===== config.mk =====
export PLATFORM = sky130hd
export DESIGN_NAME = bus_int_top
export DESIGN_NICKNAME = d
export VERILOG_FILES = /design/src/hw/bus_int_pkg.sv /design/src/hw/apb_reg_bridge.sv /design/src/hw/board_ctrl_regs.sv /design/src/hw/sfp_status_monitor.sv /design/src/hw/status_readback.sv /design/src/hw/bus_int_top.sv
export VERILOG_INCLUDE_DIRS = /design/src /design/src/hw
export SDC_FILE = /design/constraint.sdc
export NUM_CORES = 1
export LEC_CHECK = 0
export BUFFER_PORTS_ARGS = -buffer_cell sky130_fd_sc_hd__buf_2
export CORE_MARGIN = 2
export CORE_UTILIZATION = 45
export DETAILED_ROUTE_END_ITERATION = 10
export PLACE_DENSITY = 0.82
export RECOVER_POWER = 50
export SYNTH_ARGS = -nofsm -noshare
export SYNTH_HDL_FRONTEND = slang
export SYNTH_SLANG_ARGS = --single-unit

===== constraint.sdc =====
create_clock -name clk -period 1.9 [get_ports clk]
set_clock_uncertainty 0.1 [all_clocks]
set_input_delay 0.095 -clock clk [delete_from_list [all_inputs] [get_ports clk]]
set_output_delay 0.095 -clock clk [all_outputs]
set_load 0.005 [all_outputs]

===== src/hw/bus_int_macros.svh =====
//--------------------------------------------------------------------
// Board control register map
// Bus widths, register indices and reset values
//--------------------------------------------------------------------
`ifndef BUS_INT_MACROS_SVH
`define BUS_INT_MACROS_SVH

// Bus widths
`define BUS_INT_DATA_W     32
`define BUS_INT_REG_AW     8

// Write register indices (APB byte address / 4)
`define SR_LEDS            8'd0
`define SR_SW_RST          8'd1
`define SR_CLOCK_CTRL      8'd2
`define SR_DEVICE_ID       8'd3
`define SR_REF_FREQ        8'd4
`define SR_SFPP_CTRL0      8'd8
`define SR_SFPP_CTRL1      8'd9
`define SR_FP_GPIO_SRC     8'd72

// Readback indices
`define RB_COUNTER         8'd0
`define RB_CLK_STATUS      8'd3
`define RB_COMPAT_NUM      8'd6
`define RB_SFPP_STATUS0    8'd8
`define RB_SFPP_STATUS1    8'd9
`define RB_FP_GPIO_SRC     8'd13
`define RB_DEVICE_ID       8'd14

// Compatibility number
`define COMPAT_MAJOR       16'h0027
`define COMPAT_MINOR       16'h0000

// Reset values, bit 6 of clock control picks the GPSDO
`define CLOCK_CTRL_RESET   8'h40
`define REF_FREQ_RESET     32'd10_000_000

// SFP+ status
`define PHY_STATUS_W       16
`define SYNC_STAGES        2

`endif


===== src/hw/bus_int_pkg.sv =====
//--------------------------------------------------------------------
// Types shared by the board control block
//--------------------------------------------------------------------
`default_nettype none

`include "bus_int_macros.svh"

package bus_int_pkg;

   //--------------------------------------------------------------------
   // Internal register request from the APB bridge
   //--------------------------------------------------------------------
   typedef struct packed {
      logic                       wr_stb;
      logic                       rd_stb;
      logic [`BUS_INT_REG_AW-1:0] idx;
      logic [`BUS_INT_DATA_W-1:0] wdata;
   } reg_req_t;

   //--------------------------------------------------------------------
   // Board level control outputs
   //--------------------------------------------------------------------
   typedef struct packed {
      logic [1:0]  leds;
      // PHY, radio clock, radio PLL, IDELAYCTRL resets
      logic [3:0]  sw_rst;
      logic [7:0]  clock_control;
      logic [15:0] device_id;
      logic [31:0] ref_freq;
      logic [1:0]  sfpp0_rs;
      logic [1:0]  sfpp1_rs;
      // Two bits per front-panel pin
      logic [23:0] fp_gpio_src;
   } board_ctrl_t;

   //--------------------------------------------------------------------
   // SFP+ cage pins and status word
   //--------------------------------------------------------------------
   typedef struct packed {
      logic mod_abs;
      logic tx_fault;
      logic rx_los;
   } sfp_pins_t;

   typedef struct packed {
      logic [`PHY_STATUS_W-1:0] phy_status;
      logic [9:0]               reserved;
      logic                     mod_abs_chgd;
      logic                     tx_fault_chgd;
      logic                     rx_los_chgd;
      logic                     mod_abs;
      logic                     tx_fault;
      logic                     rx_los;
   } sfp_status_t;

endpackage

`default_nettype wire


===== src/hw/apb_reg_bridge.sv =====
//--------------------------------------------------------------------
// APB slave for the board control registers
// Zero wait states, read word captured at the end of setup
//--------------------------------------------------------------------
`timescale 1ns/10ps
`default_nettype none

`include "bus_int_macros.svh"

module apb_reg_bridge (
   input  wire                          clk,
   input  wire                          i_reset,
   // APB slave
   input  wire                          i_psel,
   input  wire                          i_penable,
   input  wire                          i_pwrite,
   input  wire [`BUS_INT_REG_AW+1:0]    i_paddr,
   input  wire [`BUS_INT_DATA_W-1:0]    i_pwdata,
   output logic [`BUS_INT_DATA_W-1:0]   o_prdata,
   output logic                         o_pready,
   output logic                         o_pslverr,
   // Readback return
   input  wire [`BUS_INT_DATA_W-1:0]    i_rd_data,
   input  wire                          i_rd_hit,
   // Internal request
   output bus_int_pkg::reg_req_t        o_req
);

   logic setup_phase;
   logic access_phase;

   assign setup_phase  = i_psel && !i_penable;
   assign access_phase = i_psel && i_penable;

   // Strobes fire once, in the access phase
   always_comb begin
      o_req.wr_stb = access_phase && i_pwrite;
      o_req.rd_stb = access_phase && !i_pwrite;
      o_req.idx    = i_paddr[`BUS_INT_REG_AW+1:2];
      o_req.wdata  = i_pwdata;
   end

   //--------------------------------------------------------------------
   // Response, registered at the setup-to-access edge
   //--------------------------------------------------------------------
   always_ff @(posedge clk) begin
      if (i_reset) begin
         o_pready  <= 1'b0;
         o_pslverr <= 1'b0;
         o_prdata  <= '0;
      end else begin
         o_pready  <= setup_phase;
         // Only unmapped reads fail
         o_pslverr <= setup_phase && !i_pwrite && !i_rd_hit;
         if (setup_phase) begin
            o_prdata <= (!i_pwrite && i_rd_hit) ? i_rd_data : '0;
         end
      end
   end

endmodule

`default_nettype wire


===== src/hw/board_ctrl_regs.sv =====
//--------------------------------------------------------------------
// Board control write registers
// Holds LED, reset, clock, ID, reference and SFP+ controls
//--------------------------------------------------------------------
`timescale 1ns/10ps
`default_nettype none

`include "bus_int_macros.svh"

module board_ctrl_regs (
   input  wire                     clk,
   input  wire                     i_reset,
   input  wire bus_int_pkg::reg_req_t i_req,
   output bus_int_pkg::board_ctrl_t   o_board_ctrl,
   output logic                    o_ref_freq_changed
);

   logic ref_freq_wr;

   assign ref_freq_wr = i_req.wr_stb && (i_req.idx == `SR_REF_FREQ);

   //--------------------------------------------------------------------
   // Register bank
   //--------------------------------------------------------------------
   always_ff @(posedge clk) begin
      if (i_reset) begin
         o_board_ctrl               <= '0;
         o_board_ctrl.clock_control <= `CLOCK_CTRL_RESET;
         // 10 MHz reference by default
         o_board_ctrl.ref_freq      <= `REF_FREQ_RESET;
      end else if (i_req.wr_stb) begin
         case (i_req.idx)
            `SR_LEDS: begin
               o_board_ctrl.leds <= i_req.wdata[1:0];
            end
            `SR_SW_RST: begin
               o_board_ctrl.sw_rst <= i_req.wdata[3:0];
            end
            `SR_CLOCK_CTRL: begin
               o_board_ctrl.clock_control <= i_req.wdata[7:0];
            end
            `SR_DEVICE_ID: begin
               o_board_ctrl.device_id <= i_req.wdata[15:0];
            end
            `SR_REF_FREQ: begin
               o_board_ctrl.ref_freq <= i_req.wdata[31:0];
            end
            // Rate select, one drive enable per RS pin
            `SR_SFPP_CTRL0: begin
               o_board_ctrl.sfpp0_rs <= i_req.wdata[1:0];
            end
            `SR_SFPP_CTRL1: begin
               o_board_ctrl.sfpp1_rs <= i_req.wdata[1:0];
            end
            `SR_FP_GPIO_SRC: begin
               o_board_ctrl.fp_gpio_src <= i_req.wdata[23:0];
            end
            default: begin
               // Unmapped index, nothing to store
            end
         endcase
      end
   end

   //--------------------------------------------------------------------
   // Reference frequency change pulse
   //--------------------------------------------------------------------
   always_ff @(posedge clk) begin
      if (i_reset) begin
         o_ref_freq_changed <= 1'b0;
      end else begin
         o_ref_freq_changed <= ref_freq_wr;
      end
   end

endmodule

`default_nettype wire


===== src/hw/sfp_status_monitor.sv =====
//--------------------------------------------------------------------
// SFP+ cage status monitor
// Synchronizes pins and PHY status, latches pin changes
//--------------------------------------------------------------------
`timescale 1ns/10ps
`default_nettype none

`include "bus_int_macros.svh"

module sfp_status_monitor #(
   parameter int PHY_W = `PHY_STATUS_W
) (
   input  wire                        clk,
   input  wire                        i_reset,
   input  wire bus_int_pkg::sfp_pins_t i_pins,
   input  wire [PHY_W-1:0]            i_phy_status,
   input  wire                        i_clear,
   output bus_int_pkg::sfp_status_t   o_status
);

   import bus_int_pkg::*;

   sfp_pins_t        pins_sync [`SYNC_STAGES];
   logic [PHY_W-1:0] phy_sync  [`SYNC_STAGES];
   sfp_pins_t        pins_cur;
   sfp_pins_t        pins_prev;
   logic [2:0]       pin_diff;
   logic [2:0]       chgd_q;

   // All inputs are asynchronous to clk
   always_ff @(posedge clk) begin
      pins_sync[0] <= i_pins;
      phy_sync[0]  <= i_phy_status;
      for (int i = 1; i < `SYNC_STAGES; i++) begin
         pins_sync[i] <= pins_sync[i-1];
         phy_sync[i]  <= phy_sync[i-1];
      end
      pins_prev <= pins_cur;
   end

   assign pins_cur = pins_sync[`SYNC_STAGES-1];
   assign pin_diff = pins_cur ^ pins_prev;

   // Sticky change flags, a new change wins over a clear
   always_ff @(posedge clk) begin
      if (i_reset) begin
         chgd_q <= '0;
      end else if (i_clear) begin
         chgd_q <= pin_diff;
      end else begin
         chgd_q <= chgd_q | pin_diff;
      end
   end

   always_comb begin
      o_status            = '0;
      o_status.phy_status = `PHY_STATUS_W'(phy_sync[`SYNC_STAGES-1]);
      {o_status.mod_abs_chgd, o_status.tx_fault_chgd, o_status.rx_los_chgd} = chgd_q;
      o_status.mod_abs    = pins_cur.mod_abs;
      o_status.tx_fault   = pins_cur.tx_fault;
      o_status.rx_los     = pins_cur.rx_los;
   end

endmodule

`default_nettype wire


===== src/hw/status_readback.sv =====
//--------------------------------------------------------------------
// Status readback mux with free-running counter
//--------------------------------------------------------------------
`timescale 1ns/10ps
`default_nettype none

`include "bus_int_macros.svh"

module status_readback (
   input  wire                           clk,
   input  wire                           i_reset,
   input  wire bus_int_pkg::reg_req_t    i_req,
   input  wire bus_int_pkg::board_ctrl_t i_board_ctrl,
   input  wire [7:0]                     i_clock_status,
   input  wire bus_int_pkg::sfp_status_t i_sfp0_status,
   input  wire bus_int_pkg::sfp_status_t i_sfp1_status,
   output logic [`BUS_INT_DATA_W-1:0]    o_rd_data,
   output logic                          o_rd_hit,
   output logic [1:0]                    o_status_clear
);

   logic [`BUS_INT_DATA_W-1:0] counter_q;

   always_ff @(posedge clk) begin
      if (i_reset) begin
         counter_q <= '0;
      end else begin
         counter_q <= counter_q + 1'b1;
      end
   end

   //--------------------------------------------------------------------
   // Read word select
   //--------------------------------------------------------------------
   always_comb begin
      o_rd_hit = 1'b1;
      case (i_req.idx)
         `RB_COUNTER:      o_rd_data = counter_q;
         `RB_CLK_STATUS:   o_rd_data = `BUS_INT_DATA_W'(i_clock_status);
         `RB_COMPAT_NUM:   o_rd_data = {`COMPAT_MAJOR, `COMPAT_MINOR};
         `RB_SFPP_STATUS0: o_rd_data = i_sfp0_status;
         `RB_SFPP_STATUS1: o_rd_data = i_sfp1_status;
         `RB_FP_GPIO_SRC:  o_rd_data = `BUS_INT_DATA_W'(i_board_ctrl.fp_gpio_src);
         `RB_DEVICE_ID:    o_rd_data = `BUS_INT_DATA_W'(i_board_ctrl.device_id);
         default: begin
            o_rd_data = '0;
            o_rd_hit  = 1'b0;
         end
      endcase
   end

   // Reading a status word clears its change flags
   assign o_status_clear[0] = i_req.rd_stb && (i_req.idx == `RB_SFPP_STATUS0);
   assign o_status_clear[1] = i_req.rd_stb && (i_req.idx == `RB_SFPP_STATUS1);

endmodule

`default_nettype wire


===== src/hw/bus_int_top.sv =====
//--------------------------------------------------------------------
// Motherboard control block
// APB register access to board controls and status
//--------------------------------------------------------------------
`timescale 1ns/10ps
`default_nettype none

`include "bus_int_macros.svh"

module bus_int_top (
   input  wire                         clk,
   input  wire                         i_reset,
   // APB slave
   input  wire                         i_psel,
   input  wire                         i_penable,
   input  wire                         i_pwrite,
   input  wire [`BUS_INT_REG_AW+1:0]   i_paddr,
   input  wire [`BUS_INT_DATA_W-1:0]   i_pwdata,
   output logic [`BUS_INT_DATA_W-1:0]  o_prdata,
   output logic                        o_pready,
   output logic                        o_pslverr,
   // Board status
   input  wire [7:0]                   i_clock_status,
   input  wire bus_int_pkg::sfp_pins_t i_sfp0_pins,
   input  wire bus_int_pkg::sfp_pins_t i_sfp1_pins,
   input  wire [`PHY_STATUS_W-1:0]     i_sfp0_phy_status,
   input  wire [`PHY_STATUS_W-1:0]     i_sfp1_phy_status,
   // Board controls
   output bus_int_pkg::board_ctrl_t    o_board_ctrl,
   output logic                        o_ref_freq_changed,
   output logic [3:0]                  o_sfpp_rs_drive
);

   import bus_int_pkg::*;

   reg_req_t                   req;
   logic [`BUS_INT_DATA_W-1:0] rd_data;
   logic                       rd_hit;
   logic [1:0]                 status_clear;
   sfp_status_t                sfp0_status;
   sfp_status_t                sfp1_status;

   //--------------------------------------------------------------------
   // Register access
   //--------------------------------------------------------------------
   apb_reg_bridge apb_bridge (
      .clk       (clk),
      .i_reset   (i_reset),
      .i_psel    (i_psel),
      .i_penable (i_penable),
      .i_pwrite  (i_pwrite),
      .i_paddr   (i_paddr),
      .i_pwdata  (i_pwdata),
      .o_prdata  (o_prdata),
      .o_pready  (o_pready),
      .o_pslverr (o_pslverr),
      .i_rd_data (rd_data),
      .i_rd_hit  (rd_hit),
      .o_req     (req)
   );

   board_ctrl_regs ctrl_regs (
      .clk                (clk),
      .i_reset            (i_reset),
      .i_req              (req),
      .o_board_ctrl       (o_board_ctrl),
      .o_ref_freq_changed (o_ref_freq_changed)
   );

   status_readback readback (
      .clk            (clk),
      .i_reset        (i_reset),
      .i_req          (req),
      .i_board_ctrl   (o_board_ctrl),
      .i_clock_status (i_clock_status),
      .i_sfp0_status  (sfp0_status),
      .i_sfp1_status  (sfp1_status),
      .o_rd_data      (rd_data),
      .o_rd_hit       (rd_hit),
      .o_status_clear (status_clear)
   );

   //--------------------------------------------------------------------
   // SFP+ cages
   //--------------------------------------------------------------------
   sfp_status_monitor sfp0_monitor (
      .clk          (clk),
      .i_reset      (i_reset),
      .i_pins       (i_sfp0_pins),
      .i_phy_status (i_sfp0_phy_status),
      .i_clear      (status_clear[0]),
      .o_status     (sfp0_status)
   );

   sfp_status_monitor sfp1_monitor (
      .clk          (clk),
      .i_reset      (i_reset),
      .i_pins       (i_sfp1_pins),
      .i_phy_status (i_sfp1_phy_status),
      .i_clear      (status_clear[1]),
      .o_status     (sfp1_status)
   );

   // Rate select drive enables, pad buffers live in the chip top
   assign o_sfpp_rs_drive = {o_board_ctrl.sfpp1_rs, o_board_ctrl.sfpp0_rs};

endmodule

`default_nettype wire


==> run metrics, run 1 <==
most frequent cells in the layout dfxtp_1 (243), buf_2 (219), nand2_1 (104); Worst Setup SP readback.counter_q[1]$_SDFF_PP0_; Hold Path Class input port to flop; total global-route track usage 25.76%; worst skew pair latency 0.54 ns; Die X 144.2 um; Placer Congestion 0.8611; area delta synth->final 40.04%; sequential share of power 45.3%; Clk pwr share 49.3%; Pre-antenna DRT Iters 5; Final nets 1316; core area 0.01940 mm^2; largest net degree at the start of global routing between 100 and 150; grt total ovfl 0; Setup crit end kind flop; Post-DP Area 0.01047 mm^2; Post-synth top flop dfxtp_1; TritonCTS clock tree built; required time of the critical path 2.27 ns; yosys warns 0; setup TNS 0 ns; CTS root buf clkbuf_16; Std-Cell Rows between 50 and 60; num ports around 220; PortBufs 219; syn_area_per_cell 9.822 um^2; Max-slew headroom 57.80%; Mapped Cells 900; vias post-DR between 8000 and 9000; Pint 9.202 mW; vias in the first global route 8141; Clock transition at path regs 0.07 ns; EDFF count, synth 0; leakage between 5 and 6 nW; combinational share of power 5.4%; Achievable Freq between 0.5 and 0.6 GHz; Tcrit/Tclk final 97.73%; register area between 0.004 and 0.005 mm^2; total die area around 0.021 mm^2; Crit Reg-Reg Endpoint readback.counter_q[22]$_SDFF_PP0_; unrepaired setup endpoints after global routing true; wire per inst 18.44 um; Hold WS 0.03219 ns; FFs w/ async S/R, synth 0%; share of cells above drive strength 1 27.56%; dpl ws around 0.021 ns; Post-route DRC 0; Multi-input gate area 0.003702 mm^2; VDD IR max 0.0007264 V; # fillers 1503; Sink Count 245; Setup CP Type flop to flop; outcome finished clean; WP data arrival 2.23 ns; Post-DRT Antenna Nets 0; Net Sw Frac 21.37%; Max Cap Viol 0; DP HPWL 17530 um; Initial DRC Count 685; Inserted Clock Buffers 25; Slew Viols, Final 0; syn nets 994; Yosys cell types between 50 and 60; Vias/cell around 5.5; final setup margin 0.04319 ns; cell area after layout 0.01238 mm^2; Die Height between 100 and 150 um; Setup Viol. Count Final 0; total chip power 11.70 mW; ant diodes 0; Seq cells post-synth 245; Reg2Reg Setup Slack 0.04 ns; commonest non-fill, non-tap cell in the layout dfxtp_1; global-route wire length before repair ~42000 um; P_sw 2.501 mW; Fin. Hold Viols 0; crit path time final ~1.9 ns; initial antenna violation count 0; Worst-Margin Slew 0.6330 ns; CTS Buffer Depth 3; WL final 27770 um; sequential-to-total area share from yosys stat 55.48%; H-tree depth 1; synthesized cell area about 0.0088 mm^2; Initial Util 45.57%; reg2reg start readback.counter_q[1]$_SDFF_PP0_; pwr/cell area ~950 mW/mm^2; Setup crit end readback.counter_q[22]$_SDFF_PP0_; crit path launch type flop; r2r worst-path depth 6; crit path max fanout 7
critical path, stage by stage, from the launching register on:
cell and delay (ns):
dfxtp_2 0.37, ha_4 0.15, and3_4 0.18, nand4_1 0.14, buf_6 0.17, or4_1 0.51, a21oi_1 0.16
stage by stage:
step | utilization (%) | instances
3_5_place_dp | 53.97 | 1370
6_report | 63.82 | 1506
3_3_place_gp | 53.97 | 1370
4_1_cts | 63.32 | 1499
5_1_grt | 63.82 | 1506
2_1_floorplan | - | 900
synth_stat cells, drive strengths merged (6+ instances only):
master,instances,area share (%)
dfxtp,245,55
nand2,105,4.5
nor2,96,4.1
mux2i,74,8.4
a21oi,57,3.2
clkbuf,45,1.9
o21ai,31,1.8
nand4,20,1.4
buf,18,1.1
xor2,16,1.6
a22oi,14,1.2
and3,14,0.99
nand3,14,0.79
o31ai,14,1.2
a221oi,13,1.3
a22o,13,1.3
or4,12,1.1
nor2b,10,0.71
nand3b,8,0.68
or3,7,0.50
and4,6,0.59
and4b,6,0.68
nor3,6,0.34
flip-flops by register name (all words and copies together), names as in the netlist:
register / cells
sfp1_monitor.pins_sync: 6
sfp1_monitor.pins_prev: 3
apb_bridge.o_pslverr: 1
ctrl_regs.o_ref_freq_changed: 1
sfp0_monitor.pins_sync: 6
sfp0_monitor.chgd_q: 3
apb_bridge.o_pready: 1
sfp1_monitor.phy_sync: 32
sfp1_monitor.chgd_q: 3
sfp0_monitor.phy_sync: 32
ctrl_regs.o_board_ctrl: 90
apb_bridge.o_prdata: 32
readback.counter_q: 32
sfp0_monitor.pins_prev: 3
layout make-up:
type / instances / share of cell area (%)
Clock buffer: 28 / 5.387
Timing Repair Buffer: 358 / 19.70
Clock inverter: 18 / 2.547
Sequential cell: 245 / 39.66
Tap cell: 265 / 2.678
Multi-Input combinational cell: 588 / 29.91
Inverter: 4 / 0.1213
cells by family (layout without fill, tap and decap cells):
group	Yosys count	count (layout)	synth area share [%]
fa+ha+maj	1	1	0.1415
compound gates	164	164	12.07
xor+xnor	18	18	1.783
flops	245	245	55.48
mux	76	76	8.634
buf+inv	67	408	3.199
simple gates	329	329	18.68
layer usage:
layer / vias up / GRT usage [%] / wire length (um)
met5: - / 0 / 0
met4: 0 / 9.811 / 1055
met3: 77 / 4.702 / 2229
met2: 408 / 45.34 / 13620
met1: 3977 / 31.39 / 10870
li1: 3832 / - / -
power groups by stage:
stage               Clock, mW  Sequential (mW)  Combinational [mW]
finish                   5.77             5.30               0.636
global route             6.05             5.30               0.677
CTS                      5.84             5.29               0.610
detailed placement          0             5.41               0.471
global placement            0             5.40               0.464
floorplan                   0             5.39               0.239
how the worst min path moves through the flow:
stage	start	end	slack (ns)	depth (start not counted)
floorplan	i_sfp0_phy_status[0]	sfp0_monitor.phy_sync[0][0]$_DFF_P_	0.02	0
global placement	i_sfp1_phy_status[15]	sfp1_monitor.phy_sync[0][15]$_DFF_P_	0.1	1
detailed placement	i_sfp1_pins[2]	sfp1_monitor.pins_sync[0][2]$_DFF_P_	0.1	1
CTS	i_paddr[9]	apb_bridge.o_prdata[3]$_SDFFE_PP0P_	0.006	5
global route	i_paddr[6]	apb_bridge.o_prdata[0]$_SDFFE_PP0P_	0.03	5
finish	i_paddr[9]	apb_bridge.o_prdata[0]$_SDFFE_PP0P_	0.03	5
repair_timing:
item | 4_1_cts | 5_1_grt
gates resized for setup | 1 | 13
endpoints found under the hold margin | 138 | 0
hold buffers | 83 | 0
pin swaps | 0 | 3
setup endpoints to repair | 2 | 15
setup buffers | 0 | 6
gates cloned | 0 | 1
No activity file was read; power rests on OpenSTA's default activity.
==> inputs of run 2 (changes only) <==
Settings changed: BUFFER_PORTS_ARGS -buffer_cell sky130_fd_sc_hd__buf_2 to not set, CORE_UTILIZATION 45 to 50, DONT_BUFFER_PORTS set to 1, PLACE_DENSITY 0.82 to 0.78.
==> run 2 against run 1 <==
  * Global-route usage grew 3.6 points
  * Non-clock buffer count decreased by 136
  * Count of clock-buffer cells in the layout rose by 3
  * Worst hold slack lost 0.029 ns
  * Flip-flop and latch count unchanged
  * Critical path type unchanged
  * Wire length increased by 2.9%
  * Sequential power about the same
  * Utilization up 5.6 points
  * Via count decreased by 2.7%
  * Fmax decreased by 1.4%
==> run metrics, run 2 (synthesis gave the netlist of run 1 again) <==
outcome finished clean; Post-DRT Antenna Nets 0 (unchanged); Clock transition at path regs 0.06 ns (about the same); Initial DRC Count 807 (+18%); Inserted Clock Buffers 25 (unchanged); largest net degree at the start of global routing 74 (-45%); wire per inst 21.49 um (+17%); Top reg by flops ctrl_regs.o_board_ctrl; Initial Util 51.11% (+5.5 points); Fin. Hold Viols 0 (unchanged); vias post-DR 8074 (-2.7%); Die X 137.0 um (-5.0%); num ports 222 (unchanged); Setup crit end kind flop; Pre-antenna DRT Iters 6 (+1); Largest register FFs 90 (unchanged); crit path max fanout 3 (-4); DP HPWL 16000 um (-8.7%); most frequent cells in the layout dfxtp_1 (240), dlygate4sd3_1 (178), nand2_1 (103); critical-path cell list and4b_1 > dlygate4sd3_1 > o21ai_2 > o221ai_1 > a22o_1; Hold WS 0.002864 ns (-0.02932 ns); Placer Congestion 0.9299 (+8.0%); Std-Cell Rows 48 (-5.9%); Setup CP Type flop to flop; share of cells above drive strength 1 10.50% (-17 points); Vias/cell 6.071 (+10%); dpl ws 0.08245 ns (+0.06111 ns); WL final 28580 um (+2.9%); Post-route DRC 0 (unchanged); Sink Count 245 (unchanged); CTS root buf clkbuf_16; crit path time final 1.882 ns (+0.02542 ns); initial antenna violation count 0 (unchanged); commonest non-fill, non-tap cell in the layout dfxtp_1; grt total ovfl 0 (unchanged); worst skew pair latency 0.53 ns (about the same); CTS Buffer Depth 3 (unchanged); Achievable Freq 0.5313 GHz (-1.4%); Die Height 137.0 um (-5.0%); Slew Viols, Final 0 (unchanged); core area 0.01730 mm^2 (-11%); Hold Path Class input port to flop; WP data arrival 2.20 ns (-0.03 ns); # fillers 1151 (-23%); Worst-Margin Slew 0.8848 ns (+0.2519 ns); PortBufs 0 (-100%); leakage 4.995 nW (-10%); required time of the critical path 2.22 ns (-0.05 ns); H-tree depth 1 (unchanged); crit path launch type flop; total die area 0.01876 mm^2 (-9.7%); Setup Viol. Count Final 0 (unchanged); Critical path buffers and inverters 1 (unchanged); Tcrit/Tclk final 99.06% (+1.3 points); VDD IR max 0.0007597 V (+4.6%); Crit path max-delay family buffers and inverters; Final nets 1180 (-10%); global-route wire length before repair 42940 um (+1.5%); crit-path max cell delay 0.58 ns (+0.07 ns); total global-route track usage 29.39% (+3.6 points); area delta synth->final 35.85%; unrepaired setup endpoints after global routing true; TritonCTS clock tree built; final setup margin 0.01777 ns (-0.02542 ns); vias in the first global route 7807 (-4.1%); Critical-path top delay cell dlygate4sd3_1; Max Cap Viol 0 (unchanged); Max-slew headroom 41.01% (-17 points); ant diodes 0 (unchanged); pwr/cell area 934.4 mW/mm^2 (-1.2%)
==> run 2: cell types whose count changed in the layout (fill, tap and decap cells not counted), moves of 3 or more <==
cell / change
dfxtp_1: -3
buf_4: -13
buf_2: -218
buf_12: -5
dlygate4sd3_1: +95
bufinv_16: -3
dfxtp_2: +4
==> run 2: stage by stage <==
stage                     instance area [um^2]  cells  setup TNS (ns)  total power [mW]  utilization, %
after floorplan                           8841    900               0             5.630               -
after global placement                    9155   1099               0             5.626           52.93
after detailed placement                  9155   1099               0             5.633           52.93
after CTS                                11920   1326               0             11.18           68.92
after global routing                     12010   1330         -0.1130             11.47           69.43
final                                    12010   1330               0             11.22           69.43
==> run 2: layout make-up <==
type / instances / area, um^2 / share of cell area [%]
flip-flops and latches: 245 / 4911 / 40.89
multi-input cells: 588 / 3709 / 30.88
repair buffers: 222 / 2183 / 18.18
clock buffers: 31 / 688.2 / 5.730
well taps: 225 / 281.5 / 2.344
clock inverters: 15 / 221.5 / 1.844
inverters: 4 / 15.01 / 0.1250
==> run 2: metal layers <==
layer | vias to the layer above | part of all wire (%) | GRT usage [%]
li1 | 3565 | - | -
met1 | 3815 | 36 | 34.93
met3 | 137 | 11 | 8.704
met2 | 557 | 47 | 49.39
met4 | 0 | 4.9 | 12.43
met5 | - | 0 | 0
==> run 2: worst paths after layout <==
| kind | from | endpoint | slack [ns] | depth (start not counted) |
|---|---|---|---|---|
| max reg2reg | ctrl_regs.o_board_ctrl[61]$_SDFFE_PP0P_ | apb_bridge.o_prdata[1]$_SDFFE_PP0P_ | 0.02 | 5 |
| max | ctrl_regs.o_board_ctrl[61]$_SDFFE_PP0P_ | apb_bridge.o_prdata[1]$_SDFFE_PP0P_ | 0.02 | 5 |
| min | i_paddr[2] | apb_bridge.o_prdata[5]$_SDFFE_PP0P_ | 0.003 | 3 |
| min reg2reg | sfp1_monitor.phy_sync[0][2]$_DFF_P_ | sfp1_monitor.phy_sync[0][18]$_DFF_P_ | 0.22 | 0 |
==> run 2: timing repair <==
action	CTS	global route
hold buffers	181	0
buffers inserted	0	3
endpoints found under the hold margin	201	0
gates resized for setup	0	29
setup endpoints to repair	0	35
==> run 2: worst reg2reg max path, cell delays in order (launching register included) <==
cell           delay, ns
dfxtp_1             0.36
and4b_1             0.20
dlygate4sd3_1       0.58
o21ai_2             0.18
o221ai_1            0.14
a22o_1              0.21
==> run 2: power breakdown <==
group          internal (mW)  switching [mW]
combinational          0.290           0.249
sequential              5.25          0.0449
clock                   3.28            2.11
==> inputs of run 3 (changes only) <==
Settings changed: SYNTH_HIERARCHICAL set to 1.
==> run 3 against run 2 <==
  * The run now ends with hold timing, setup timing left
  * Synthesized area grew 17%
  * Sequential share of layout area down 3.0 points
  * Count of clock-buffer cells in the layout up 7
  * Sequential power hardly changed
==> run metrics, run 3 <==
outcome finished with violations; failing checks hold timing, setup timing; vias in the first global route 8226 (+5.4%); TritonCTS clock tree built; CTS Buffer Depth 3 (unchanged); Tcrit/Tclk final 102.1% (+3.0 points); unrepaired setup endpoints after global routing true; leakage 5.209 nW (+4.3%); Synth top area share 47.33% (-8.2 points); share of cells above drive strength 1 16.99% (+6.5 points); Yosys cell types 58 (+7.4%); Initial Util 51.05% (-0.059 points); Pint 8.530 mW (-3.2%); CTS root buf clkbuf_16; Hold WS -0.4423 ns (-0.4452 ns); H-tree depth 1 (unchanged); Placer Congestion 0.8988 (-3.3%); core area 0.02030 mm^2 (+17%); pwr/cell area 831.1 mW/mm^2 (-11%); Clk pwr share 46.3% (-1.7 points); Std-Cell Rows 52 (+8.3%); Net Sw Frac 21.08% (-0.36 points); Max Cap Viol 0 (unchanged); sequential share of power 49.0% (+1.8 points); combinational share of power 4.7% (about the same); vias post-DR 8401 (+4.1%); sequential-to-total area share from yosys stat 47.33% (-8.2 points); Setup Viol. Count Final 8 (+8); total chip power 10.81 mW (-3.7%); initial antenna violation count 2 (+2); Setup CP Type flop to flop; Post-DRT Antenna Nets 0 (unchanged); Placed Instances 1238 (+13%); total die area 0.02189 mm^2 (+17%); crit path max fanout 14 (+11); Achievable Freq 0.5155 GHz (-3.0%); most frequent cells in the layout dfxtp_1 (232), dlygate4sd3_1 (163), nand2_1 (118); Die Height 148.0 um (+8.0%); Top reg by flops ctrl_regs/o_board_ctrl; Worst-Margin Slew 0.7348 ns (-0.1500 ns); Synth area leaders dfxtp_1 (47%), buf_4 (7.7%), mux2i_1 (7.1%); Sink Count 245 (unchanged); Slew Viols, Final 0 (unchanged); leading area contributor after synthesis dfxtp_1; WP data arrival 2.24 ns (+0.04 ns); Final nets 1271 (+7.7%); commonest non-fill, non-tap cell in the layout dfxtp_1; DP HPWL 18690 um (+17%); final setup margin -0.03994 ns (-0.05771 ns); Largest register FFs 90 (unchanged); Setup crit end kind flop; Inserted Clock Buffers 25 (unchanged); top-count cell post-synth dfxtp_1; Post-synth top flop dfxtp_1; syn_area_per_cell 9.712 um^2 (-1.1%); PortBufs 0 (unchanged); Fin. Hold Viols 55 (+55); crit path launch type flop; wire per inst 20.75 um (-3.4%); top cells by count, synth dfxtp_1 (245), nand2_1 (118), buf_4 (106), mux2i_1 (74), inv_1 (53); Pre-antenna DRT Iters 8 (+2); required time of the critical path 2.20 ns (-0.02 ns); Vias/cell 5.727 (-5.7%); num ports 222 (unchanged); total global-route track usage 26.09% (-3.3 points); Die X 148.0 um (+8.0%); Clock transition at path regs 0.06 ns (about the same); Max-slew headroom 51.01% (+10 points); Hold Path Class input port to flop; Post-route DRC 0 (unchanged); FFs w/ async S/R, synth 0% (unchanged); Mapped Cells 1067 (+19%); WL final 30440 um (+6.5%); Seq cells post-synth 245 (unchanged); P_sw 2.278 mW (-5.3%); crit path time final 1.940 ns (+0.05771 ns); grt total ovfl 0 (unchanged); VDD IR max 0.0007260 V (-4.4%); EDFF count, synth 0 (unchanged); worst skew pair latency 0.52 ns (about the same); yosys warns 6 (+6); Post-Layout Cell Count 1467 (+10%); synthesized cell area 0.01036 mm^2 (+17%); largest net degree at the start of global routing 117 (+58%); global-route wire length before repair 45600 um (+6.2%); area delta synth->final 25.50%; Initial DRC Count 865 (+7.2%)
## run 3: worst paths after layout
path                                                     startpoint                              endpoint  slack (ns)  depth (start not counted)
worst min-delay path                                        i_reset     sfp0_monitor/chgd_q[0]$_SDFF_PP0_       -0.44                          1
worst max-delay path               readback/counter_q[8]$_SDFF_PP0_     readback/counter_q[31]$_SDFF_PP0_       -0.04                          4
worst max register to register     readback/counter_q[8]$_SDFF_PP0_     readback/counter_q[31]$_SDFF_PP0_       -0.04                          4
worst min register to register  sfp0_monitor/phy_sync[0][5]$_DFF_P_  sfp0_monitor/phy_sync[0][21]$_DFF_P_        0.22                          0
## run 3: routing by layer
| layer | routed length, um | vias to the layer above | track usage, % |
|---|---|---|---|
| met5 | 0 | - | 0 |
| met1 | 11760 | 4018 | 32.05 |
| met4 | 1233 | 0 | 9.381 |
| li1 | - | 3865 | - |
| met2 | 13860 | 420 | 42.27 |
| met3 | 3583 | 98 | 9.444 |
## run 3: stage by stage
step,setup TNS [ns],instance area [um^2],util [%],setup WS [ns]
floorplan,-0.01689,10570,-,-0.01431
global placement,-0.002861,10260,50.55,-0.002861
detailed placement,-0.09749,10260,50.55,-0.03941
CTS,-0.1179,12960,63.85,-0.03869
global route,-0.9650,13010,64.07,-0.1094
finish,-0.1255,13010,64.07,-0.03994
## run 3: cell type report
| class | instances | area, um^2 |
|---|---|---|
| clock buffer | 38 | 754.5 |
| multi-input combinational | 608 | 4309 |
| sequential | 245 | 4928 |
| fill | 1583 | 7295 |
| antenna | 2 | 5.005 |
| tap | 270 | 337.8 |
| timing repair buffer | 244 | 2377 |
| clock inverter | 7 | 93.84 |
| inverter | 53 | 198.9 |
## run 3: kinds of logic after synthesis
kind of cell / after synthesis / share of synthesized area [%]
simple gates: 287 / 14.89
flops: 245 / 47.33
buf+inv: 232 / 13.19
other cells: 2 / 0.07247
fa+ha+maj: 1 / 0.1207
xor+xnor: 16 / 1.352
compound gates: 189 / 13.62
mux: 95 / 9.430
## run 3: critical path: stages (launching register included)
cell	delay (ns)
dfxtp_2	0.33
nand4_1	0.12
or4_4	0.60
nor4_2	0.30
mux2_2	0.36
## run 3: power by group through the flow
stage,Clock [mW],Combinational [mW],Sequential [mW]
floorplan,0,0.453,5.39
global placement,0,0.296,5.41
detailed placement,0,0.300,5.41
CTS,5.04,0.482,5.29
global route,5.29,0.542,5.30
finish,5.01,0.505,5.30
## run 3: what timing repair did
| action | 4_1_cts | 5_1_grt |
|---|---|---|
| endpoints found under the hold margin | 201 | 66 |
| setup buffers | 1 | 11 |
| resized for setup | 1 | 24 |
| endpoints found under the setup margin | 8 | 65 |
| gates cloned | 0 | 2 |
| pin swaps | 0 | 4 |
| hold buffers | 183 | 3 |
